`config.mk`:
```
export PLATFORM = sky130hd
export DESIGN_NAME = bram_regs_flat
export DESIGN_NICKNAME = d
export VERILOG_FILES = /design/src/hdl/bram_fifo_pkg.sv /design/src/hdl/bram_cfg_if.sv /design/src/hdl/bram_regs.sv /design/src/flat_wrapper.sv
export SDC_FILE = /design/constraint.sdc
export NUM_CORES = 1
export LEC_CHECK = 0
export BUFFER_PORTS_ARGS = -buffer_cell sky130_fd_sc_hd__buf_2
export CAP_MARGIN = 20
export CORE_UTILIZATION = 45
export CTS_BUF_LIST = sky130_fd_sc_hd__clkbuf_8
export CTS_CLUSTER_DIAMETER = 80
export DETAILED_ROUTE_END_ITERATION = 6
export PLACE_DENSITY = 0.8
export SETUP_SLACK_MARGIN = 0.02
export SYNTH_ARGS = -nofsm -noshare
export SYNTH_HDL_FRONTEND = slang
export SYNTH_SLANG_ARGS = --single-unit
```
`constraint.sdc`:
```
create_clock -name CLK_A -period 2.4 [get_ports CLK_A]
set_input_delay 0.24 -clock CLK_A [delete_from_list [all_inputs] [get_ports CLK_A]]
set_output_delay 0.24 -clock CLK_A [all_outputs]
set_load 0.03 [all_outputs]
```
`src/hdl/bram_fifo_pkg.sv`:
```
// ==========================================================
// shared widths, width-mode encoding, register map and AXI
// response codes for the block RAM / FIFO.
// ==========================================================
package bram_fifo_pkg;

	// storage row and port data word.
	localparam int WORD_BITS = 18;
	typedef logic [WORD_BITS-1:0] word_t;

	// port width select. unlisted codes disable the port.
	typedef enum logic [2:0] {
		MODE_OFF = 3'b000,
		MODE_1   = 3'b001,
		MODE_2   = 3'b010,
		MODE_4   = 3'b100,
		MODE_9   = 3'b101,
		MODE_18  = 3'b110
	} width_mode_t;

	// thresholds and occupancy.
	typedef logic [10:0] thresh_t;

	// ==========================================================
	// AXI4-Lite configuration bus
	// ==========================================================
	typedef logic [31:0] axi_data_t;
	typedef logic [3:0]  axi_addr_t;

	localparam axi_addr_t REG_CTRL   = 4'h0;
	localparam axi_addr_t REG_THRESH = 4'h4;
	localparam axi_addr_t REG_STATUS = 4'h8;

	localparam logic [1:0] RESP_OKAY   = 2'b00;
	localparam logic [1:0] RESP_SLVERR = 2'b10;

endpackage

```
`src/hdl/bram_cfg_if.sv`:
```
// ==========================================================
// configuration and status between register block and core.
// ==========================================================
`timescale 1ns/1ps

interface bram_cfg_if;
	import bram_fifo_pkg::*;

	width_mode_t wmode;
	width_mode_t rmode;
	logic        fifo_mode;
	logic        flush;
	thresh_t     upaf;
	thresh_t     upae;
	logic        empty;
	logic        almost_empty;
	logic        full;
	logic        almost_full;
	logic        overrun;
	logic        underrun;

	modport regs (
		output wmode, rmode, fifo_mode, flush, upaf, upae,
		input  empty, almost_empty, full, almost_full, overrun, underrun
	);

	modport core (
		input  wmode, rmode, fifo_mode, flush, upaf, upae,
		output empty, almost_empty, full, almost_full, overrun, underrun
	);

endinterface

```
`src/hdl/bram_regs.sv`:
```
// ==========================================================
// AXI4-Lite slave with CTRL, THRESH and STATUS registers.
// ==========================================================
`timescale 1ns/1ps

module bram_regs (
	input  logic                     CLK_A,
	input  logic                     arst_n,
	input  bram_fifo_pkg::axi_addr_t awaddr,
	input  logic                     awvalid,
	output logic                     awready,
	input  bram_fifo_pkg::axi_data_t wdata,
	input  logic [3:0]               wstrb,
	input  logic                     wvalid,
	output logic                     wready,
	output logic [1:0]               bresp,
	output logic                     bvalid,
	input  logic                     bready,
	input  bram_fifo_pkg::axi_addr_t araddr,
	input  logic                     arvalid,
	output logic                     arready,
	output bram_fifo_pkg::axi_data_t rdata,
	output logic [1:0]               rresp,
	output logic                     rvalid,
	input  logic                     rready,
	bram_cfg_if.regs                 cfg
);
	import bram_fifo_pkg::*;

	typedef enum logic {W_IDLE, W_RESP} wstate_t;
	typedef enum logic {R_IDLE, R_RESP} rstate_t;

	wstate_t   w_state;
	rstate_t   r_state;
	axi_data_t strb_mask;
	axi_data_t ctrl_word;
	axi_data_t thresh_word;
	axi_data_t status_word;
	axi_data_t ctrl_new;
	axi_data_t thresh_new;
	axi_data_t rd_word;
	logic      rd_ok;
	logic      wr_ok;

	// register images as seen on the bus. flush always reads 0.
	assign ctrl_word   = {22'd0, 1'b0, cfg.fifo_mode, 2'b00, cfg.rmode, cfg.wmode};
	assign thresh_word = {5'd0, cfg.upae, 5'd0, cfg.upaf};
	assign status_word = {26'd0, cfg.underrun, cfg.overrun, cfg.almost_full,
		cfg.full, cfg.almost_empty, cfg.empty};

	assign strb_mask  = {{8{wstrb[3]}}, {8{wstrb[2]}}, {8{wstrb[1]}}, {8{wstrb[0]}}};
	assign ctrl_new   = (ctrl_word & ~strb_mask) | (wdata & strb_mask);
	assign thresh_new = (thresh_word & ~strb_mask) | (wdata & strb_mask);
	assign wr_ok      = (awaddr == REG_CTRL) || (awaddr == REG_THRESH);

	assign bvalid = (w_state == W_RESP);
	assign rvalid = (r_state == R_RESP);

	// ==========================================================
	// write channel
	// ==========================================================
	always_ff @(posedge CLK_A or negedge arst_n) begin
		if (!arst_n) begin
			w_state       <= W_IDLE;
			awready       <= 1'b0;
			wready        <= 1'b0;
			bresp         <= RESP_OKAY;
			cfg.wmode     <= MODE_OFF;
			cfg.rmode     <= MODE_OFF;
			cfg.fifo_mode <= 1'b0;
			cfg.flush     <= 1'b0;
			cfg.upaf      <= '0;
			cfg.upae      <= '0;
		end else begin
			cfg.flush <= 1'b0;
			case (w_state)
				W_IDLE: begin
					if (awready) begin
						// address and data handshake completes this cycle.
						awready <= 1'b0;
						wready  <= 1'b0;
						w_state <= W_RESP;
						bresp   <= wr_ok ? RESP_OKAY : RESP_SLVERR;
						if (awaddr == REG_CTRL) begin
							cfg.wmode     <= width_mode_t'(ctrl_new[2:0]);
							cfg.rmode     <= width_mode_t'(ctrl_new[5:3]);
							cfg.fifo_mode <= ctrl_new[8];
							cfg.flush     <= wdata[9] & wstrb[1];
						end
						if (awaddr == REG_THRESH) begin
							cfg.upaf <= thresh_new[10:0];
							cfg.upae <= thresh_new[26:16];
						end
					end else if (awvalid && wvalid) begin
						awready <= 1'b1;
						wready  <= 1'b1;
					end
				end
				W_RESP: begin
					if (bready) begin
						w_state <= W_IDLE;
					end
				end
			endcase
		end
	end

	// ==========================================================
	// read channel
	// ==========================================================
	always_comb begin
		rd_ok = 1'b1;
		case (araddr)
			REG_CTRL:   rd_word = ctrl_word;
			REG_THRESH: rd_word = thresh_word;
			REG_STATUS: rd_word = status_word;
			default: begin
				rd_word = '0;
				rd_ok   = 1'b0;
			end
		endcase
	end

	always_ff @(posedge CLK_A or negedge arst_n) begin
		if (!arst_n) begin
			r_state <= R_IDLE;
			arready <= 1'b0;
			rdata   <= '0;
			rresp   <= RESP_OKAY;
		end else begin
			case (r_state)
				R_IDLE: begin
					if (arready) begin
						arready <= 1'b0;
						r_state <= R_RESP;
						rdata   <= rd_word;
						rresp   <= rd_ok ? RESP_OKAY : RESP_SLVERR;
					end else if (arvalid) begin
						arready <= 1'b1;
					end
				end
				R_RESP: begin
					if (rready) begin
						r_state <= R_IDLE;
					end
				end
			endcase
		end
	end

	// responses hold, unchanged, until the master takes them.
	assert property (@(posedge CLK_A) disable iff (!arst_n)
		bvalid && !bready |=> bvalid && $stable(bresp));
	assert property (@(posedge CLK_A) disable iff (!arst_n)
		rvalid && !rready |=> rvalid && $stable(rdata));

endmodule

```
`src/flat_wrapper.sv`:
```
// flat-port wrapper written by rule: the top's interface ports become plain ports
module bram_regs_flat import bram_fifo_pkg::*;
  (CLK_A, arst_n, awaddr, awvalid, awready, wdata, wstrb, wvalid, wready, bresp, bvalid, bready, araddr, arvalid, arready, rdata, rresp, rvalid, rready, cfg_wmode, cfg_rmode, cfg_fifo_mode, cfg_flush, cfg_upaf, cfg_upae, cfg_empty, cfg_almost_empty, cfg_full, cfg_almost_full, cfg_overrun, cfg_underrun);
  bram_cfg_if cfg_i ();
  input  logic CLK_A;
  input  logic arst_n;
  input  bram_fifo_pkg::axi_addr_t awaddr;
  input  logic awvalid;
  output logic awready;
  input  bram_fifo_pkg::axi_data_t wdata;
  input  logic [3:0] wstrb;
  input  logic wvalid;
  output logic wready;
  output logic [1:0] bresp;
  output logic bvalid;
  input  logic bready;
  input  bram_fifo_pkg::axi_addr_t araddr;
  input  logic arvalid;
  output logic arready;
  output bram_fifo_pkg::axi_data_t rdata;
  output logic [1:0] rresp;
  output logic rvalid;
  input  logic rready;
  output wire logic [$bits(cfg_i.wmode)-1:0] cfg_wmode;
  output wire logic [$bits(cfg_i.rmode)-1:0] cfg_rmode;
  output wire logic [$bits(cfg_i.fifo_mode)-1:0] cfg_fifo_mode;
  output wire logic [$bits(cfg_i.flush)-1:0] cfg_flush;
  output wire logic [$bits(cfg_i.upaf)-1:0] cfg_upaf;
  output wire logic [$bits(cfg_i.upae)-1:0] cfg_upae;
  input wire logic [$bits(cfg_i.empty)-1:0] cfg_empty;
  input wire logic [$bits(cfg_i.almost_empty)-1:0] cfg_almost_empty;
  input wire logic [$bits(cfg_i.full)-1:0] cfg_full;
  input wire logic [$bits(cfg_i.almost_full)-1:0] cfg_almost_full;
  input wire logic [$bits(cfg_i.overrun)-1:0] cfg_overrun;
  input wire logic [$bits(cfg_i.underrun)-1:0] cfg_underrun;
  assign cfg_wmode = cfg_i.wmode;
  assign cfg_rmode = cfg_i.rmode;
  assign cfg_fifo_mode = cfg_i.fifo_mode;
  assign cfg_flush = cfg_i.flush;
  assign cfg_upaf = cfg_i.upaf;
  assign cfg_upae = cfg_i.upae;
  assign cfg_i.empty = cfg_empty;
  assign cfg_i.almost_empty = cfg_almost_empty;
  assign cfg_i.full = cfg_full;
  assign cfg_i.almost_full = cfg_almost_full;
  assign cfg_i.overrun = cfg_overrun;
  assign cfg_i.underrun = cfg_underrun;
  bram_regs u_core (.CLK_A(CLK_A), .arst_n(arst_n), .awaddr(awaddr), .awvalid(awvalid), .awready(awready), .wdata(wdata), .wstrb(wstrb), .wvalid(wvalid), .wready(wready), .bresp(bresp), .bvalid(bvalid), .bready(bready), .araddr(araddr), .arvalid(arvalid), .arready(arready), .rdata(rdata), .rresp(rresp), .rvalid(rvalid), .rready(rready), .cfg(cfg_i));
endmodule
```
==> results.md <==
- CTS placed an instance of clkbuf_8 at the clock tree root.
- The critical path endpoint category is a flop.
- Synthesis instantiated 31 different standard cells from the library.
- For the worst flop-to-flop path, the logic depth is 4.
- The number of levels in the clock H-tree is 3.
- The clock edge transition at the registers on the reported setup and hold paths is 0.07 ns.
- The number of standard cells after synthesis is 183.
- The total power of the final layout is 0.00345 W.
- In the final design database the tool counted 358 nets.
- The area of the placeable core is 5200 um^2.
- The wire length per cell is 14.4 um.
- The initial antenna violation count is 0.
- For this run, the number of Yosys warnings is 0.
- Across every metal layer, demand over resource in global routing totals 0.200.
- The pin slew with the least headroom to its limit is 0.676 ns.
- The critical path required time is 2.60 ns.
- In this run the remaining antenna-violating nets after routing total 0.
- The power density over cell area is 1040 nW/um^2.
- Hold is met by 0.0781 ns.
- For this design the top-level I/O count stands at 128.
- In the routed layout, each cell is associated on average with a via count of 4.95.
- Of the cells placed in the final design, the portion with a size suffix greater than 1 is 0.539.
- The netlist area before placement is 2470 um^2.
- The number of global-route vias before repair is 1844.
- The static leakage power is 1.83 nW.
- The worst-case IR drop observed on VDD is 0.000680 V.
- For the worst setup path, the data arrival time is 2.37 ns.
- Buffers inserted during clock tree synthesis total 9.
- Subtracting the final worst setup slack from the clock period gives 2.17 ns.
- The fmax is 461 MHz.
- The minimum setup slack among reg-to-reg paths is 0.23 ns.
- The final number of max-transition violations is 0.
- The sequential fraction of the synthesis area is 0.598.
- The starting utilization of the core area is 0.475.
- The number of hold violations in the final report is 0.
- The peak fanout along the critical path is 7.
- The worst setup path is launched from a flop.
- The final core utilization is 0.637.
- Setup repair after global routing left no endpoint under its margin.
- The flow ran to the end, and the final reports show no timing, DRC or antenna violations.
- The total overflow left after global routing is 0.
- The startpoint of the most critical setup path is u_core.bvalid.
- In this run the deepest clock path goes through 2 buffers.
- The path class of the tightest hold or removal check is in -> reg.
- The repair_antennas step left the layout with diodes totalling 0.
- The die is 76.1 um tall.
- The average instance in the mapped netlist occupies 13.5 um^2.
- Summed over all failing endpoints, the final setup total negative slack is 0 ns.
- The count of final setup violators is 0.
- The area growth from synthesis to layout is 34.2%.
- The count of filler cells inserted in the layout is 444.
- The pin count of the biggest net entering global routing is 31.
- Across all layers, the routed design uses 1863 vias.
- The register bit count reported by yosys is 59.
- For the final database, setup skew stands at 0.00857 ns.
- Input and output buffers added on the ports amount to 105.
- The period utilization is 0.904.
- From left edge to right edge, the die measures 76.1 um.
- Along the worst hold path, the cell count comes to 2.
- The congestion estimate from routability-driven global placement came to 0.884.
- For this run, design rule violations remaining after detail routing come to 0.
- After floorplanning, the core was divided into 26 placement rows.
- The die covers 5790 um^2.
- For the worst-skew pair, the clock arrives at the later sink with an insertion delay of 0.32 ns.
- The wire length of the first global-routing pass is 8.98 mm.
- The count of TritonRoute iterations in the first routing pass is 4.
- The detailed router's first-iteration violation count is 69.
- After clock tree synthesis, the setup repair step added 0 buffers.
- TritonCTS built the clock tree.
- The clock sink total is 59.
- Max-cap violations in this run came to 0.
- The overall routed net length is 5.41 mm.
- The final HPWL from detailed placement is 4.05 mm.
- The critical path class is reg -> reg.
- The worst pin sits at a relative slew slack of 0.550.
- The source of the worst register-to-register timing path is u_core.bvalid.
-- worst max-delay path: stages, from the launching register on --
cell     delay, ns
dfrtp_1       0.43
or4b_1        0.75
nor4b_1       0.37
buf_4         0.18
mux2_2        0.32
-- cell usage in the layout (no fill, tap or decap), types with 3 or more instances in the layout --
cell type	synthesis	final
a22o_1	15	15
bufinv_16	0	3
nand2_1	15	15
clkbuf_8	0	10
buf_4	13	9
inv_1	2	3
mux2_2	31	31
a21oi_1	3	3
dfrtp_1	59	59
conb_1	1	12
nor2b_1	3	3
a222oi_1	4	4
nor3_1	3	3
o21ai_0	8	8
buf_2	1	105
-- power breakdown --
part | internal, W | switching (W) | total, W
Clock | 0.000711 | 0.000378 | 0.00109
Combinational | 0.000331 | 0.000682 | 0.00101
Sequential | 0.00119 | 0.000151 | 0.00134
-- final cells by class --
type,count,area [um^2],area share
clock buffer,10,138,0.0415
clock inverter,6,104,0.0313
inverter,2,7.51,0.00227
multi-input combinational,114,898,0.271
sequential,59,1480,0.445
tap,70,87.6,0.0264
timing repair buffer,115,603,0.182
-- timing repair --
item,in CTS,in global routing
endpoints found under the setup margin,0,0
gates resized for setup,0,0
hold buffers,1,0
endpoints found under the hold margin,28,0
-- worst min-delay path by stage --
stage	startpoint	endpoint	slack, ns
after floorplan	arst_n	async pin	-0.06
final	bready	u_core.bvalid	0.08
after CTS	bready	u_core.bvalid	0.06
after detailed placement	arst_n	u_core.rdata[21]	0.31
after global routing	bready	u_core.bvalid	0.06
after global placement	arst_n	u_core.rdata[21]	0.31
-- synth_stat cells, drive strengths merged --
library cell / instances / area [um^2]
nor2b: 3 / 18.8
nand2: 15 / 56.3
a22o: 15 / 131
a21oi: 3 / 15.0
or4: 1 / 7.51
mux2i: 1 / 10.0
and2b: 1 / 8.76
mux2: 31 / 349
conb: 1 / 3.75
a222oi: 4 / 40.0
o21ai: 8 / 40.0
a22oi: 2 / 15.0
and2: 1 / 6.26
nor3: 5 / 47.5
nand2b: 1 / 6.26
buf: 15 / 114
or4b: 1 / 10.0
a21boi: 1 / 7.51
nand3b: 1 / 7.51
clkbuf: 4 / 15.0
nor4: 1 / 6.26
nor4b: 3 / 41.3
nor2: 2 / 7.51
o22a: 1 / 10.0
dfrtp: 59 / 1480
inv: 2 / 7.51
a2111o: 1 / 11.3
-- routing by layer --
layer	wire length (um)	GRT usage	vias to the layer above	part of all wire
li1	-	-	886	-
met1	2420	0.260	906	0.45
met2	2710	0.318	67	0.50
met3	223	0.0443	4	0.041
met4	51	0.0962	0	0.0094
met5	0	0	-	0
-- cell families (layout without fill, tap and decap cells) --
logic type,Yosys count,after routing,share of synthesized area
compound gates,35,35,0.109
mux,32,32,0.145
flops,59,59,0.598
other cells,1,12,0.00152
buf+inv,21,133,0.0552
simple gates,35,35,0.0907
-- through the flow --
stage / worst slack [ns] / std cells / instance area (um^2)
4_1_cts: 0.206 / 376 / 3310
2_1_floorplan: 0.325 / 194 / 2510
6_report: 0.230 / 376 / 3310
3_5_place_dp: 0.228 / 359 / 3060
3_3_place_gp: 0.266 / 359 / 3060
5_1_grt: 0.112 / 376 / 3310
(Power assumes the default switching activity.)
