### src/hdl/bram_fifo_pkg.sv
// ==========================================================
// shared widths, width-mode encoding, register map and AXI
// response codes for the block RAM / FIFO.
// ==========================================================
package bram_fifo_pkg;

	// storage row and port data word.
	localparam int WORD_BITS = 18;
	typedef logic [WORD_BITS-1:0] word_t;

	// port width select. unlisted codes disable the port.
	typedef enum logic [2:0] {
		MODE_OFF = 3'b000,
		MODE_1   = 3'b001,
		MODE_2   = 3'b010,
		MODE_4   = 3'b100,
		MODE_9   = 3'b101,
		MODE_18  = 3'b110
	} width_mode_t;

	// thresholds and occupancy.
	typedef logic [10:0] thresh_t;

	// ==========================================================
	// AXI4-Lite configuration bus
	// ==========================================================
	typedef logic [31:0] axi_data_t;
	typedef logic [3:0]  axi_addr_t;

	localparam axi_addr_t REG_CTRL   = 4'h0;
	localparam axi_addr_t REG_THRESH = 4'h4;
	localparam axi_addr_t REG_STATUS = 4'h8;

	localparam logic [1:0] RESP_OKAY   = 2'b00;
	localparam logic [1:0] RESP_SLVERR = 2'b10;

endpackage

### src/hdl/bram_cfg_if.sv
// ==========================================================
// configuration and status between register block and core.
// ==========================================================
`timescale 1ns/1ps

interface bram_cfg_if;
	import bram_fifo_pkg::*;

	width_mode_t wmode;
	width_mode_t rmode;
	logic        fifo_mode;
	logic        flush;
	thresh_t     upaf;
	thresh_t     upae;
	logic        empty;
	logic        almost_empty;
	logic        full;
	logic        almost_full;
	logic        overrun;
	logic        underrun;

	modport regs (
		output wmode, rmode, fifo_mode, flush, upaf, upae,
		input  empty, almost_empty, full, almost_full, overrun, underrun
	);

	modport core (
		input  wmode, rmode, fifo_mode, flush, upaf, upae,
		output empty, almost_empty, full, almost_full, overrun, underrun
	);

endinterface

### src/hdl/fifo_ctl.sv
// ==========================================================
// synchronous FIFO pointers, occupancy count and flags.
// ==========================================================
`timescale 1ns/1ps

module fifo_ctl #(
	parameter int ROW_BITS = 10
) (
	input  logic                CLK_A,
	input  logic                arst_n,
	bram_cfg_if.core            cfg,
	input  logic                push,
	input  logic                pop,
	output logic [ROW_BITS-1:0] waddr,
	output logic [ROW_BITS-1:0] raddr
);
	import bram_fifo_pkg::*;

	localparam thresh_t DEPTH = thresh_t'(1 << ROW_BITS);

	thresh_t count;
	logic    push_ok;
	logic    pop_ok;
	logic    overrun_q;
	logic    underrun_q;

	// a push while full and a pop while empty are dropped.
	assign push_ok = push & ~cfg.full;
	assign pop_ok  = pop & ~cfg.empty;

	always_ff @(posedge CLK_A or negedge arst_n) begin
		if (!arst_n) begin
			waddr      <= '0;
			raddr      <= '0;
			count      <= '0;
			overrun_q  <= 1'b0;
			underrun_q <= 1'b0;
		end else if (cfg.flush) begin
			waddr      <= '0;
			raddr      <= '0;
			count      <= '0;
			overrun_q  <= 1'b0;
			underrun_q <= 1'b0;
		end else begin
			if (push_ok) begin
				waddr <= waddr + 1'b1;
			end
			if (pop_ok) begin
				raddr <= raddr + 1'b1;
			end
			if (push_ok && !pop_ok) begin
				count <= count + 1'b1;
			end else if (pop_ok && !push_ok) begin
				count <= count - 1'b1;
			end
			if (push && cfg.full) begin
				overrun_q <= 1'b1;
			end
			if (pop && cfg.empty) begin
				underrun_q <= 1'b1;
			end
		end
	end

	// ==========================================================
	// flags, decoded from the registered count
	// ==========================================================
	assign cfg.empty        = (count == '0);
	assign cfg.full         = (count == DEPTH);
	// count >= depth - upaf, kept free of underflow.
	assign cfg.almost_full  = ({1'b0, count} + {1'b0, cfg.upaf}) >= {1'b0, DEPTH};
	assign cfg.almost_empty = (count <= cfg.upae);
	assign cfg.overrun      = overrun_q;
	assign cfg.underrun     = underrun_q;

	assert property (@(posedge CLK_A) disable iff (!arst_n) count <= DEPTH);

endmodule

### src/hdl/lane_align.sv
// ==========================================================
// write lane replication and masking, read lane extraction,
// and FIFO/RAM address selection around the FIFO controller.
// ==========================================================
`timescale 1ns/1ps

module lane_align #(
	parameter int ROW_BITS = 10
) (
	input  logic                  CLK_A,
	input  logic                  arst_n,
	bram_cfg_if.core              cfg,
	input  logic                  wen_a,
	input  logic [ROW_BITS+3:0]   addr_a,
	input  bram_fifo_pkg::word_t  wdata_a,
	input  logic [1:0]            be_a,
	input  logic                  ren_b,
	input  logic [ROW_BITS+3:0]   addr_b,
	input  bram_fifo_pkg::word_t  ram_rdata,
	output logic                  ram_wen,
	output logic [ROW_BITS-1:0]   ram_waddr_row,
	output bram_fifo_pkg::word_t  ram_wdata,
	output bram_fifo_pkg::word_t  ram_wmask,
	output logic                  ram_ren,
	output logic [ROW_BITS-1:0]   ram_raddr_row,
	output bram_fifo_pkg::word_t  rdata_b
);
	import bram_fifo_pkg::*;

	logic                push;
	logic                pop;
	logic [ROW_BITS-1:0] fifo_waddr;
	logic [ROW_BITS-1:0] fifo_raddr;
	logic [3:0]          wsub;
	logic [3:0]          rd_sub;
	logic                rd_fifo;

	assign push = cfg.fifo_mode & wen_a;
	assign pop  = cfg.fifo_mode & ren_b;
	assign wsub = addr_a[3:0];

	// FIFO mode: pointers address whole rows, flags gate the strobes.
	assign ram_wen       = cfg.fifo_mode ? (push & ~cfg.full) : wen_a;
	assign ram_ren       = cfg.fifo_mode ? (pop & ~cfg.empty) : ren_b;
	assign ram_waddr_row = cfg.fifo_mode ? fifo_waddr : addr_a[ROW_BITS+3:4];
	assign ram_raddr_row = cfg.fifo_mode ? fifo_raddr : addr_b[ROW_BITS+3:4];

	fifo_ctl #(
		.ROW_BITS(ROW_BITS)
	) i_fifo_ctl (
		.CLK_A (CLK_A),
		.arst_n(arst_n),
		.cfg   (cfg),
		.push  (push),
		.pop   (pop),
		.waddr (fifo_waddr),
		.raddr (fifo_raddr)
	);

	// mask bit 1 keeps the stored bit.
	always_comb begin
		ram_wdata = wdata_a;
		ram_wmask = '1;
		if (cfg.fifo_mode) begin
			ram_wmask = '0;
		end else begin
			case (cfg.wmode)
				MODE_18: begin
					{ram_wmask[17], ram_wmask[15:8]} = {9{~be_a[1]}};
					{ram_wmask[16], ram_wmask[7:0]}  = {9{~be_a[0]}};
				end
				MODE_9: begin
					ram_wdata = {{2{wdata_a[8]}}, {2{wdata_a[7:0]}}};
					{ram_wmask[17], ram_wmask[15:8]} = {9{~wsub[3]}};
					{ram_wmask[16], ram_wmask[7:0]}  = {9{wsub[3]}};
				end
				MODE_4: begin
					ram_wdata = {2'b00, {4{wdata_a[3:0]}}};
					ram_wmask[{wsub[3:2], 2'b00} +: 4] = 4'h0;
				end
				MODE_2: begin
					ram_wdata = {2'b00, {8{wdata_a[1:0]}}};
					ram_wmask[{wsub[3:1], 1'b0} +: 2] = 2'b00;
				end
				MODE_1: begin
					ram_wdata = {2'b00, {16{wdata_a[0]}}};
					ram_wmask[wsub] = 1'b0;
				end
				default: ram_wmask = '1;
			endcase
		end
	end

	// lane select follows the registered read data.
	always_ff @(posedge CLK_A or negedge arst_n) begin
		if (!arst_n) begin
			rd_sub  <= '0;
			rd_fifo <= 1'b0;
		end else if (ram_ren) begin
			rd_sub  <= addr_b[3:0];
			rd_fifo <= cfg.fifo_mode;
		end
	end

	always_comb begin
		rdata_b = '0;
		if (rd_fifo) begin
			rdata_b = ram_rdata;
		end else begin
			case (cfg.rmode)
				MODE_18: rdata_b = ram_rdata;
				MODE_9:  rdata_b[8:0] = rd_sub[3] ? {ram_rdata[17], ram_rdata[15:8]}
					: {ram_rdata[16], ram_rdata[7:0]};
				MODE_4:  rdata_b[3:0] = ram_rdata[{rd_sub[3:2], 2'b00} +: 4];
				MODE_2:  rdata_b[1:0] = ram_rdata[{rd_sub[3:1], 1'b0} +: 2];
				MODE_1:  rdata_b[0] = ram_rdata[rd_sub];
				default: rdata_b = '0;
			endcase
		end
	end

endmodule

### src/flat_wrapper.sv
// flat-port wrapper written by rule: the top's interface ports become plain ports
module lane_align_flat import bram_fifo_pkg::*;
#(
	parameter int ROW_BITS = 10
)
  (CLK_A, arst_n, wen_a, addr_a, wdata_a, be_a, ren_b, addr_b, ram_rdata, ram_wen, ram_waddr_row, ram_wdata, ram_wmask, ram_ren, ram_raddr_row, rdata_b, cfg_wmode, cfg_rmode, cfg_fifo_mode, cfg_flush, cfg_upaf, cfg_upae, cfg_empty, cfg_almost_empty, cfg_full, cfg_almost_full, cfg_overrun, cfg_underrun);
  bram_cfg_if cfg_i ();
  input  logic CLK_A;
  input  logic arst_n;
  input  logic wen_a;
  input  logic [ROW_BITS+3:0] addr_a;
  input  bram_fifo_pkg::word_t wdata_a;
  input  logic [1:0] be_a;
  input  logic ren_b;
  input  logic [ROW_BITS+3:0] addr_b;
  input  bram_fifo_pkg::word_t ram_rdata;
  output logic ram_wen;
  output logic [ROW_BITS-1:0] ram_waddr_row;
  output bram_fifo_pkg::word_t ram_wdata;
  output bram_fifo_pkg::word_t ram_wmask;
  output logic ram_ren;
  output logic [ROW_BITS-1:0] ram_raddr_row;
  output bram_fifo_pkg::word_t rdata_b;
  input wire logic [$bits(cfg_i.wmode)-1:0] cfg_wmode;
  input wire logic [$bits(cfg_i.rmode)-1:0] cfg_rmode;
  input wire logic [$bits(cfg_i.fifo_mode)-1:0] cfg_fifo_mode;
  input wire logic [$bits(cfg_i.flush)-1:0] cfg_flush;
  input wire logic [$bits(cfg_i.upaf)-1:0] cfg_upaf;
  input wire logic [$bits(cfg_i.upae)-1:0] cfg_upae;
  output wire logic [$bits(cfg_i.empty)-1:0] cfg_empty;
  output wire logic [$bits(cfg_i.almost_empty)-1:0] cfg_almost_empty;
  output wire logic [$bits(cfg_i.full)-1:0] cfg_full;
  output wire logic [$bits(cfg_i.almost_full)-1:0] cfg_almost_full;
  output wire logic [$bits(cfg_i.overrun)-1:0] cfg_overrun;
  output wire logic [$bits(cfg_i.underrun)-1:0] cfg_underrun;
  assign cfg_i.wmode = cfg_wmode;
  assign cfg_i.rmode = cfg_rmode;
  assign cfg_i.fifo_mode = cfg_fifo_mode;
  assign cfg_i.flush = cfg_flush;
  assign cfg_i.upaf = cfg_upaf;
  assign cfg_i.upae = cfg_upae;
  assign cfg_empty = cfg_i.empty;
  assign cfg_almost_empty = cfg_i.almost_empty;
  assign cfg_full = cfg_i.full;
  assign cfg_almost_full = cfg_i.almost_full;
  assign cfg_overrun = cfg_i.overrun;
  assign cfg_underrun = cfg_i.underrun;
  lane_align #(.ROW_BITS(ROW_BITS)) u_core (.CLK_A(CLK_A), .arst_n(arst_n), .cfg(cfg_i), .wen_a(wen_a), .addr_a(addr_a), .wdata_a(wdata_a), .be_a(be_a), .ren_b(ren_b), .addr_b(addr_b), .ram_rdata(ram_rdata), .ram_wen(ram_wen), .ram_waddr_row(ram_waddr_row), .ram_wdata(ram_wdata), .ram_wmask(ram_wmask), .ram_ren(ram_ren), .ram_raddr_row(ram_raddr_row), .rdata_b(rdata_b));
endmodule
### config.mk
export PLATFORM = sky130hd
export DESIGN_NAME = lane_align_flat
export DESIGN_NICKNAME = d
export VERILOG_FILES = /design/src/hdl/bram_fifo_pkg.sv /design/src/hdl/bram_cfg_if.sv /design/src/hdl/fifo_ctl.sv /design/src/hdl/lane_align.sv /design/src/flat_wrapper.sv
export SDC_FILE = /design/constraint.sdc
export NUM_CORES = 1
export LEC_CHECK = 0
export BUFFER_PORTS_ARGS = -buffer_cell sky130_fd_sc_hd__buf_2
export CORE_MARGIN = 2
export CORE_UTILIZATION = 45
export DETAILED_ROUTE_END_ITERATION = 8
export GPL_ROUTABILITY_DRIVEN = 1
export GPL_TIMING_DRIVEN = 0
export HOLD_SLACK_MARGIN = 0.05
export PLACE_DENSITY = 0.71
export SYNTH_ARGS = -nofsm -noshare
export SYNTH_HDL_FRONTEND = slang
export SYNTH_HIERARCHICAL = 1
export SYNTH_SLANG_ARGS = --single-unit
### constraint.sdc
create_clock -name CLK_A -period 9.55 [get_ports CLK_A]
set_clock_uncertainty 0.05 [all_clocks]
set_input_delay 1.4325 -clock CLK_A [delete_from_list [all_inputs] [get_ports CLK_A]]
set_output_delay 1.4325 -clock CLK_A [all_outputs]
set_load 0.02 [all_outputs]
==> results of run 1 <==
-- synth_stat cells, drive strengths merged, types with 12 or more instances --
library cell | instances | share of area
a21oi | 60 | 0.066
buf | 19 | 0.024
clkbuf | 13 | 0.010
dfrtp | 38 | 0.20
ha | 44 | 0.12
inv | 32 | 0.025
mux2 | 25 | 0.059
mux2i | 15 | 0.032
nand2 | 61 | 0.048
nand3 | 25 | 0.027
nor2 | 61 | 0.048
nor2b | 22 | 0.029
o21ai | 22 | 0.025
xnor2 | 12 | 0.022
xor2 | 15 | 0.028
-- worst max path at each step --
stage                  startpoint                    endpoint  slack, ns  depth (start not counted)
global placement    cfg_fifo_mode  u_core/i_fifo_ctl/count[8]       3.95                         14
global route        cfg_fifo_mode  u_core/i_fifo_ctl/count[8]       3.74                         14
finish              cfg_fifo_mode  u_core/i_fifo_ctl/count[8]       4.08                         14
CTS                 cfg_fifo_mode  u_core/i_fifo_ctl/count[8]       4.10                         14
floorplan           cfg_fifo_mode  u_core/i_fifo_ctl/count[8]       4.76                         13
detailed placement  cfg_fifo_mode  u_core/i_fifo_ctl/count[8]       3.79                         14
-- flip-flops by register name, summed over array words and instances (netlist names) --
register,count
u_core/i_fifo_ctl/waddr,10
u_core/rd_fifo,1
u_core/i_fifo_ctl/count,11
u_core/i_fifo_ctl/raddr,10
u_core/i_fifo_ctl/cfg.underrun,1
u_core/rd_sub,4
u_core/i_fifo_ctl/cfg.overrun,1
-- final cells by class --
| class | count | share of cell area |
|---|---|---|
| repair buffers | 176 | 0.150 |
| flip-flops and latches | 38 | 0.162 |
| well taps | 136 | 0.0290 |
| inverters | 32 | 0.0205 |
| clock buffers | 7 | 0.0130 |
| multi-input cells | 492 | 0.598 |
| plain buffers | 32 | 0.0277 |
-- metrics by stage --
step                area (µm²)  utilization  hold slack [ns]  setup slack (ns)  power [mW]
floorplan                 4740            -            0.449              4.76       0.692
global placement          5800        0.564            0.431              3.95       0.840
detailed placement        5800        0.564            0.436              3.79       0.866
CTS                       5870        0.571            0.455              4.10       0.975
global route              5870        0.571            0.507              3.74        1.06
finish                    5870        0.571            0.445              4.08       0.977
-- layout by cell type, fill, tap and decap left out, drive strengths merged, types with 12 or more instances in the layout --
| cell | n |
|---|---|
| clkbuf | 20 |
| nand2 | 61 |
| nand3 | 25 |
| inv | 32 |
| a21oi | 60 |
| ha | 44 |
| xor2 | 15 |
| o21ai | 22 |
| mux2 | 25 |
| mux2i | 15 |
| nor2b | 22 |
| xnor2 | 12 |
| nor2 | 61 |
| dfrtp | 38 |
| buf | 195 |
-- tightest hold or removal path: cells and delay by family (launching register included) --
family,cells,cell delay (ns)
compound gates,1,0.04
simple gates,1,0.07
flops,1,0.35
-- routing by layer --
metal | up-vias | part of all wire
met3 | 17 | 0.054
met5 | - | 0
li1 | 2495 | -
met1 | 2415 | 0.43
met4 | 0 | 0.016
met2 | 190 | 0.50
-- where the power goes --
part | internal (mW) | switching, mW | total, mW
Clock | 0.0503 | 0.0539 | 0.104
Sequential | 0.187 | 0.0440 | 0.231
Combinational | 0.266 | 0.376 | 0.642
Total | 0.504 | 0.473 | 0.977
-- cell families (layout without fill, tap and decap cells) --
kind of cell,after synthesis,after routing,synth area share
AOI/OAI and AO/OA,153,153,0.217
xor gates and xnor gates,27,27,0.0498
adders and majority gates,46,46,0.124
buffers and inverters,64,247,0.0596
DFF,38,38,0.200
muxes,46,46,0.119
and+or+nand+nor,220,220,0.229
==> results.py, run 1 <==
metrics = {
    "min_path": {
        "min_path_cells": 2,
        "hp-class": "register to register",
        "whs_endpoint": "u_core/i_fifo_ctl/cfg.underrun",
        "min-delay-start": "u_core/i_fifo_ctl/cfg.underrun",
    },
    "detailed_routing": {
        "drtIter0Drc": 312,
        "drt_pre_antenna_iters": 5,
        "routed_via_density": 5.60,
        "drc": 0,
        "antenna_left": 0,
        "vias": 5117,
        "wl_mm": 13.7,
        "wl_per_cell_um": 15.0,
    },
    "floorplan": {
        "die_w_um": 107,
        "num_io_pins": 182,
        "rows": 37,
        "dieHeight_um": 107,
        "initial_core_util": 0.462,
        "core_mm2": 0.0103,
        "dieArea_mm2": 0.0114,
    },
    "global_routing": {
        "grtUsageTotal": 0.232,
        "grt_max_degree": 39,
        "antenna_found_initial": 0,
        "grt_pass1_vias": 4909,
        "met3_usage": 0.0280,
        "top_usage_layer": "met2",
        "met1_usage": 0.297,
        "grt_pass1_wl_mm": 22.1,
        "use_met2": 0.414,
        "overflow": 0,
    },
    "sta": {
        "setup_viol": 0,
        "tightest_slew_ns": 0.828,
        "finalHoldViolCount": 0,
        "drv_slew": 0,
        "relSlewSlack": 0.448,
        "rsz0062_at_grt": "false",
        "timing.setup.tns_ns": 0,
        "finalCritPeriodShare": 0.573,
        "finalCriticalPeriod_ns": 5.47,
        "max_freq_mhz": 183,
    },
    "final_layout": {
        "synthToLayoutAreaGrowth_pct": 23.8,
        "nFillCells": 988,
        "n_antenna_cell": 0,
        "drive_above_1_share": 0.311,
        "multi_input_area_mm2": 0.00351,
        "fin_cells": 913,
        "nets": 923,
        "seqCellArea_um2": 951,
    },
    "cts": {
        "clock_latency_ns": 0.29,
        "htreeDepth": 2,
        "cts_buffers": 5,
        "postCtsSetupRepairBufs": 0,
        "hold_buffers": 0,
        "clk_path_buf_depth": 2,
        "tritoncts": "yes",
        "clockRootBuffer": "clkbuf_8",
        "clk_pin_slew_ns": 0.07,
        "cts_resized": 0,
        "clock-sinks": 38,
    },
    "setup_path": {
        "cp-end-kind": "register",
        "critPathLaunchType": "input pin",
        "slowest_stage": "fa_1",
        "cp_max_fo": 11,
        "r2r_end": "u_core/i_fifo_ctl/count[8]",
        "rrSetupSlack_ns": 5.62,
        "crit_chain": "buf_2 > buf_1 > clkbuf_1 > and2_1 > inv_1 > a41oi_1 > nor2b_1 > inv_1 > fa_1 > a21oi_1 > o211ai_1 > a2111oi_0 > a41oi_1 > a311oi_1",
        "arrival_ns": 5.61,
        "path_class": "input pin to register",
        "r2r_start": "u_core/i_fifo_ctl/count[1]",
        "max_stage_delay_ns": 0.52,
        "cp.buffers_inverters": 5,
        "cp.required_ns": 9.69,
        "path_delay_family": "compound AO/OA/AOI/OAI gates",
        "reg2regPathDepth": 10,
    },
    "synth": {
        "avgSynthCellArea_um2": 7.99,
        "ys_warn_count": 6,
        "syn-num-nets": 740,
        "syn_inst": 594,
        "synth_top_flop_cell": "dfrtp_1",
        "synth.distinct_cells": 69,
        "ys_seq_elements": 38,
        "synth-edff-count": 0,
        "synth_area_mm2": 0.00474,
        "async_reset_ff_frac": 1.00,
        "ys_seq_area_frac": 0.200,
    },
    "pwr": {
        "power_density_mw_per_mm2": 166,
        "leakage_nw": 2.95,
        "ir_drop_uv": 74.1,
    },
    "flow_run": {
        "maxCapViolCount": 0,
    },
    "placed_design": {
        "dp.cells": 906,
        "dp_hpwl_mm": 11.0,
        "portBuffers": 176,
        "gp_congestion": 0.907,
    },
    "status": {
        "outcome": "finished, final reports clean",
    },
}
Note: power is estimated with default switching activity, not from simulation.
==> run 2, diff against run 1 <==
--- a/config.mk
+++ b/config.mk
@@ -12,7 +12,7 @@
 export GPL_ROUTABILITY_DRIVEN = 1
 export GPL_TIMING_DRIVEN = 0
 export HOLD_SLACK_MARGIN = 0.05
-export PLACE_DENSITY = 0.71
+export PLACE_DENSITY = 0.74
 export SYNTH_ARGS = -nofsm -noshare
 export SYNTH_HDL_FRONTEND = slang
 export SYNTH_HIERARCHICAL = 1
==> constraint.sdc (replaced) <==
create_clock -name CLK_A -period 4.6 [get_ports CLK_A]
set_clock_uncertainty 0.05 [all_clocks]
set_input_delay 0.69 -clock CLK_A [delete_from_list [all_inputs] [get_ports CLK_A]]
set_output_delay 0.69 -clock CLK_A [all_outputs]
set_load 0.02 [all_outputs]
==> run 2 against run 1 <==
  * Wire length hardly changed
  * Combinational power grew 110%
  * Total power increased by 120%
  * Via count fell by 0.57%
  * Design area increased by 1.2%
  * Critical endpoint unchanged
  * Largest power group unchanged
==> results.py, run 2 (same netlist as run 1, synthesis figures left out) <==
metrics = {
    "cts": {
        "clk_path_buf_depth": 2,
        "tritoncts": "yes",
        "htreeDepth": 2,
        "clk_pin_slew_ns": 0.08,
        "clock-sinks": 38,
        "postCtsSetupRepairBufs": 0,
        "clock_latency_ns": 0.29,
        "cts_buffers": 5,
        "clockRootBuffer": "clkbuf_8",
        "hold_buffers": 0,
    },
    "min_path": {
        "hp-class": "input pin to asynchronous set/reset pin",
    },
    "final_layout": {
        "synthToLayoutAreaGrowth_pct": 25.2,
        "largest_reg_flops": 11,
        "multi_input_area_mm2": 0.00352,
        "drive_above_1_share": 0.317,
        "final_common_cell": "buf_2",
        "postLayoutCellArea_mm2": 0.00594,
        "final_cell_mix": "buf_2 (189), nor2_1 (61), nand2_1 (61), a21oi_1 (59), ha_1 (44)",
        "top_regs": "u_core/i_fifo_ctl/count: 11 flops, u_core/i_fifo_ctl/raddr: 10 flops, u_core/i_fifo_ctl/waddr: 10 flops",
        "seqCellArea_um2": 951,
        "nets": 922,
        "n_antenna_cell": 0,
        "nFillCells": 970,
        "top_register": "u_core/i_fifo_ctl/count",
    },
    "floorplan": {
        "initial_core_util": 0.462,
        "dieArea_mm2": 0.0114,
        "num_io_pins": 182,
        "die_w_um": 107,
        "core_mm2": 0.0103,
        "dieHeight_um": 107,
        "rows": 37,
    },
    "setup_path": {
        "cp.required_ns": 4.74,
        "cp.buffers_inverters": 4,
        "path_class": "input pin to register",
        "path_delay_family": "compound AO/OA/AOI/OAI gates",
        "arrival_ns": 4.43,
        "crit_chain": "buf_2 > clkbuf_1 > and2_1 > inv_1 > a41oi_2 > nor2b_1 > inv_1 > fa_1 > a21oi_1 > o211ai_1 > a2111oi_0 > a41oi_1 > a311oi_1",
        "cp-end-kind": "register",
        "max_stage_delay_ns": 0.52,
        "slowest_stage": "fa_1",
        "cpMostUsedCell": "inv_1",
        "critPathLaunchType": "input pin",
        "cp_max_fo": 12,
    },
    "detailed_routing": {
        "wl_met2_mm": 6.78,
        "wl_met1_mm": 5.82,
        "wl_mm": 13.7,
        "drt_pre_antenna_iters": 5,
        "wl_per_cell_um": 15.0,
        "drtIter0Drc": 283,
        "drc": 0,
        "top_layer": "met4",
        "routed_via_density": 5.57,
        "antenna_left": 0,
        "dr_wl_met3_um": 851,
        "vias": 5088,
    },
    "pwr": {
        "clock_power_share": 0.162,
        "seq_power_share": 0.222,
        "power.share.combinational": 0.616,
        "power_density_mw_per_mm2": 362,
        "p_int_mw": 1.17,
        "switchingPower_uw": 981,
        "leakage_nw": 2.98,
        "p_sw_frac": 0.455,
        "ir_drop_uv": 186,
    },
    "sta": {
        "setup_viol": 0,
        "finalCriticalPeriod_ns": 4.29,
        "rsz0062_at_grt": "false",
        "fin_ws_ns": 0.311,
        "tightest_slew_ns": 0.843,
        "finalCritPeriodShare": 0.932,
        "max_freq_mhz": 233,
        "finalHoldViolCount": 0,
        "relSlewSlack": 0.438,
        "drv_slew": 0,
    },
    "placed_design": {
        "portBuffers": 176,
        "dp_hpwl_mm": 10.9,
        "gp_congestion": 0.912,
        "dp_slack_ns": -0.443,
        "place_area_mm2": 0.00580,
    },
    "global_routing": {
        "grtUsageTotal": 0.235,
        "antenna_found_initial": 0,
        "grt_pass1_wl_mm": 22.3,
        "grt_pass1_vias": 4872,
        "grt_max_degree": 39,
        "overflow": 0,
    },
    "status": {
        "outcome": "finished, final reports clean",
    },
    "flow_run": {
        "maxCapViolCount": 0,
    },
}
==> run 2: through the flow <==
step | setup TNS, ns | utilization | hold WS, ns | std cells | power, mW
4_1_cts | 0 | 0.577 | 0.458 | 913 | 2.15
5_1_grt | 0 | 0.578 | 0.475 | 913 | 2.33
3_5_place_dp | -1.28 | 0.564 | 0.436 | 906 | 1.80
6_report | 0 | 0.578 | 0.451 | 913 | 2.15
2_1_floorplan | 0 | - | 0.344 | 594 | 1.44
3_3_place_gp | -0.555 | 0.564 | 0.431 | 906 | 1.74
==> run 2: final cells by class <==
cell class	instances	area share
Timing Repair Buffer	176	0.148
Sequential cell	38	0.160
Tap cell	136	0.0286
Clock buffer	6	0.0139
Inverter	32	0.0202
Multi-Input combinational cell	492	0.592
Buffer	31	0.0267
Clock inverter	2	0.0101
==> run 2: what timing repair did <==
action,CTS,global route
resized for setup,0,1
setup endpoints to repair,2,2
pin swaps,0,0
==> run 2: power groups by stage <==
stage	clock network [mW]	registers [mW]	logic (mW)
after floorplan	0	0.456	0.982
final	0.350	0.478	1.33
after global placement	0	0.479	1.26
after CTS	0.360	0.478	1.32
after detailed placement	0	0.484	1.31
after global routing	0.371	0.490	1.47
==> run 2: layer usage <==
layer,vias to the layer above,global-route usage
li1,2489,-
met2,198,0.414
met1,2384,0.304
met3,17,0.0280
met5,-,0
met4,0,0.0631
==> run 2: worst register-to-register path, delay by kind of cell, from the launching register on <==
kind,cells,cell delay (ns)
DFF,1,0.48
adders and majority gates,1,0.52
AOI/OAI and AO/OA,6,1.63
and+or+nand+nor,2,0.79
buffers and inverters,1,0.23
==> run 2: path summary, 6_finish.rpt <==
| path | startpoint | to | slack, ns | cells after the start |
|---|---|---|---|---|
| hold reg to reg | u_core/i_fifo_ctl/cfg.underrun | u_core/i_fifo_ctl/cfg.underrun | 0.45 | 2 |
| min in group CLK_A | u_core/i_fifo_ctl/cfg.underrun | u_core/i_fifo_ctl/cfg.underrun | 0.45 | 2 |
| hold / removal | arst_n | u_core/i_fifo_ctl/waddr[3] | 0.45 | 1 |
| setup / recovery | cfg_fifo_mode | u_core/i_fifo_ctl/count[8] | 0.31 | 13 |
| setup reg to reg | u_core/i_fifo_ctl/count[1] | u_core/i_fifo_ctl/count[8] | 0.80 | 10 |
| max in group asynchronous | arst_n | u_core/i_fifo_ctl/count[9] | 3.51 | 1 |
==> run 3, diff against run 2 <==
--- a/config.mk
+++ b/config.mk
@@ -6,7 +6,7 @@
 export NUM_CORES = 1
 export LEC_CHECK = 0
 export BUFFER_PORTS_ARGS = -buffer_cell sky130_fd_sc_hd__buf_2
-export CORE_MARGIN = 2
+export CORE_MARGIN = 3
 export CORE_UTILIZATION = 45
 export DETAILED_ROUTE_END_ITERATION = 8
 export GPL_ROUTABILITY_DRIVEN = 1
==> run 3 against run 2 <==
  * Worst hold slack gained 0.0013 ns
  * Design area decreased by 0.86%
  * Clock power fell by 32%
  * Clock-buffer cell count unchanged
  * Via count up 0.29%
  * Sequential cell count stayed put
  * Die area up 3.8%
  * Largest cell class unchanged
  * Wire length increased by 4.6%
==> results.py, run 3 (same netlist as run 1, synthesis figures left out) <==
metrics = {
    "setup_path": {
        "critPathLaunchType": "input pin",
        "startpoint": "cfg_fifo_mode",
        "arrival_ns": 4.43,
        "cp.required_ns": 4.74,
        "reg2regPathDepth": 10,
        "r2r_end": "u_core/i_fifo_ctl/count[8]",
        "rrSetupSlack_ns": 0.65,
        "path_class": "input pin to register",
        "cp_max_fo": 12,
        "cp-end-kind": "register",
        "r2r_start": "u_core/i_fifo_ctl/count[1]",
    },
    "status": {
        "outcome": "finished, final reports clean",
    },
    "floorplan": {
        "rows": 36,
        "initial_core_util": 0.474,
        "core_mm2": 0.0100,
        "die_w_um": 109,
        "dieHeight_um": 109,
        "num_io_pins": 182,
        "dieArea_mm2": 0.0118,
    },
    "final_layout": {
        "top_regs": "u_core/i_fifo_ctl/count: 11 flops, u_core/i_fifo_ctl/raddr: 10 flops, u_core/i_fifo_ctl/waddr: 10 flops",
        "synthToLayoutAreaGrowth_pct": 24.2,
        "fin_cells": 910,
        "nFillCells": 960,
        "multi_input_area_mm2": 0.00352,
        "nets": 922,
        "top_register": "u_core/i_fifo_ctl/count",
        "final_common_cell": "buf_2",
        "drive_above_1_share": 0.317,
        "seqCellArea_um2": 951,
        "final_cell_mix": "buf_2 (189), nor2_1 (61), nand2_1 (61), a21oi_1 (59), ha_1 (44)",
        "fin_util": 0.589,
        "largest_reg_flops": 11,
        "n_antenna_cell": 0,
    },
    "detailed_routing": {
        "antenna_left": 0,
        "drc": 0,
        "drtIter0Drc": 334,
        "wl_per_cell_um": 15.7,
        "drt_pre_antenna_iters": 5,
        "wl_mm": 14.3,
        "vias": 5103,
        "routed_via_density": 5.61,
    },
    "global_routing": {
        "grt_pass1_vias": 4868,
        "grtUsageTotal": 0.230,
        "antenna_found_initial": 0,
        "grt_max_degree": 39,
        "grt_pass1_wl_mm": 22.4,
        "overflow": 0,
    },
    "min_path": {
        "hp-class": "input pin to asynchronous set/reset pin",
    },
    "flow_run": {
        "maxCapViolCount": 0,
    },
    "sta": {
        "finalCritPeriodShare": 0.934,
        "drv_slew": 0,
        "setup_viol": 0,
        "timing.setup.tns_ns": 0,
        "fin_ws_ns": 0.305,
        "tightest_slew_ns": 0.845,
        "finalHoldViolCount": 0,
        "relSlewSlack": 0.437,
        "finalCriticalPeriod_ns": 4.29,
        "max_freq_mhz": 233,
        "rsz0062_at_grt": "false",
    },
    "cts": {
        "clk_pin_slew_ns": 0.08,
        "htreeDepth": 2,
        "cts_buffers": 5,
        "clock-sinks": 38,
        "hold_buffers": 0,
        "postCtsSetupRepairBufs": 0,
        "tritoncts": "yes",
        "clockRootBuffer": "clkbuf_8",
        "clk_path_buf_depth": 2,
        "clock_latency_ns": 0.29,
    },
    "placed_design": {
        "gp_congestion": 0.932,
        "dp_hpwl_mm": 11.4,
        "portBuffers": 176,
        "dp_slack_ns": -0.555,
        "dp.cells": 903,
    },
    "pwr": {
        "power_density_mw_per_mm2": 349,
        "ir_drop_uv": 207,
        "leakage_nw": 2.96,
    },
}
==> run 3: cell types whose count changed in the layout (fill, tap and decap cells not counted), sizes merged <==
cell,before,now
bufinv,2,0
clkinv,0,1
clkinvlp,0,1
==> run 3: critical path, cell delays in order <==
cell       delay, ns
buf_2           0.27
clkbuf_1        0.40
and2_1          0.34
inv_1           0.08
a41oi_2         0.35
nor2b_1         0.23
inv_1           0.23
fa_1            0.51
a21oi_1         0.25
o211ai_1        0.22
a2111oi_0       0.47
a41oi_1         0.09
a311oi_1        0.28
==> run 3: where the power goes <==
group          total, mW  leakage [nW]  switching, mW  internal, mW
sequential         0.478         0.510         0.0895         0.389
clock              0.239        0.0472          0.118         0.120
combinational       1.34          2.40          0.788         0.553
total               2.06          2.96          0.996          1.06
==> run 3: cell type report <==
cell class              instances  area share
inverters                      32      0.0204
clock inverters                 2     0.00212
repair buffers                176       0.150
flip-flops and latches         38       0.161
plain buffers                  31      0.0270
multi-input cells             492       0.597
well taps                     133      0.0282
clock buffers                   6      0.0140
==> run 3: worst max path at each step <==
stage / endpoint / cells past startpoint
after detailed placement: u_core/i_fifo_ctl/count[8] / 14
after global routing: u_core/i_fifo_ctl/count[8] / 13
after global placement: u_core/i_fifo_ctl/count[8] / 14
after CTS: u_core/i_fifo_ctl/count[8] / 13
after floorplan: u_core/i_fifo_ctl/count[8] / 13
final: u_core/i_fifo_ctl/count[8] / 13
==> run 3: metrics by stage <==
stage | hold WS, ns | area (µm²) | power [mW]
6_report | 0.452 | 5890 | 2.06
3_5_place_dp | 0.438 | 5790 | 1.81
4_1_cts | 0.455 | 5880 | 2.06
5_1_grt | 0.480 | 5890 | 2.22
2_1_floorplan | 0.344 | 4740 | 1.44
3_3_place_gp | 0.432 | 5790 | 1.75
==> run 3: repair_timing <==
item	4_1_cts	5_1_grt
setup endpoints to repair	2	2
pin swaps	0	0
resized for setup	0	1
==> run 3: layer usage <==
metal / track usage / up-vias / wire length, µm
met5: 0 / - / 0
met4: 0.0613 / 0 / 207
met3: 0.0379 / 18 / 958
met2: 0.406 / 208 / 7030
met1: 0.290 / 2384 / 6120
li1: - / 2493 / -
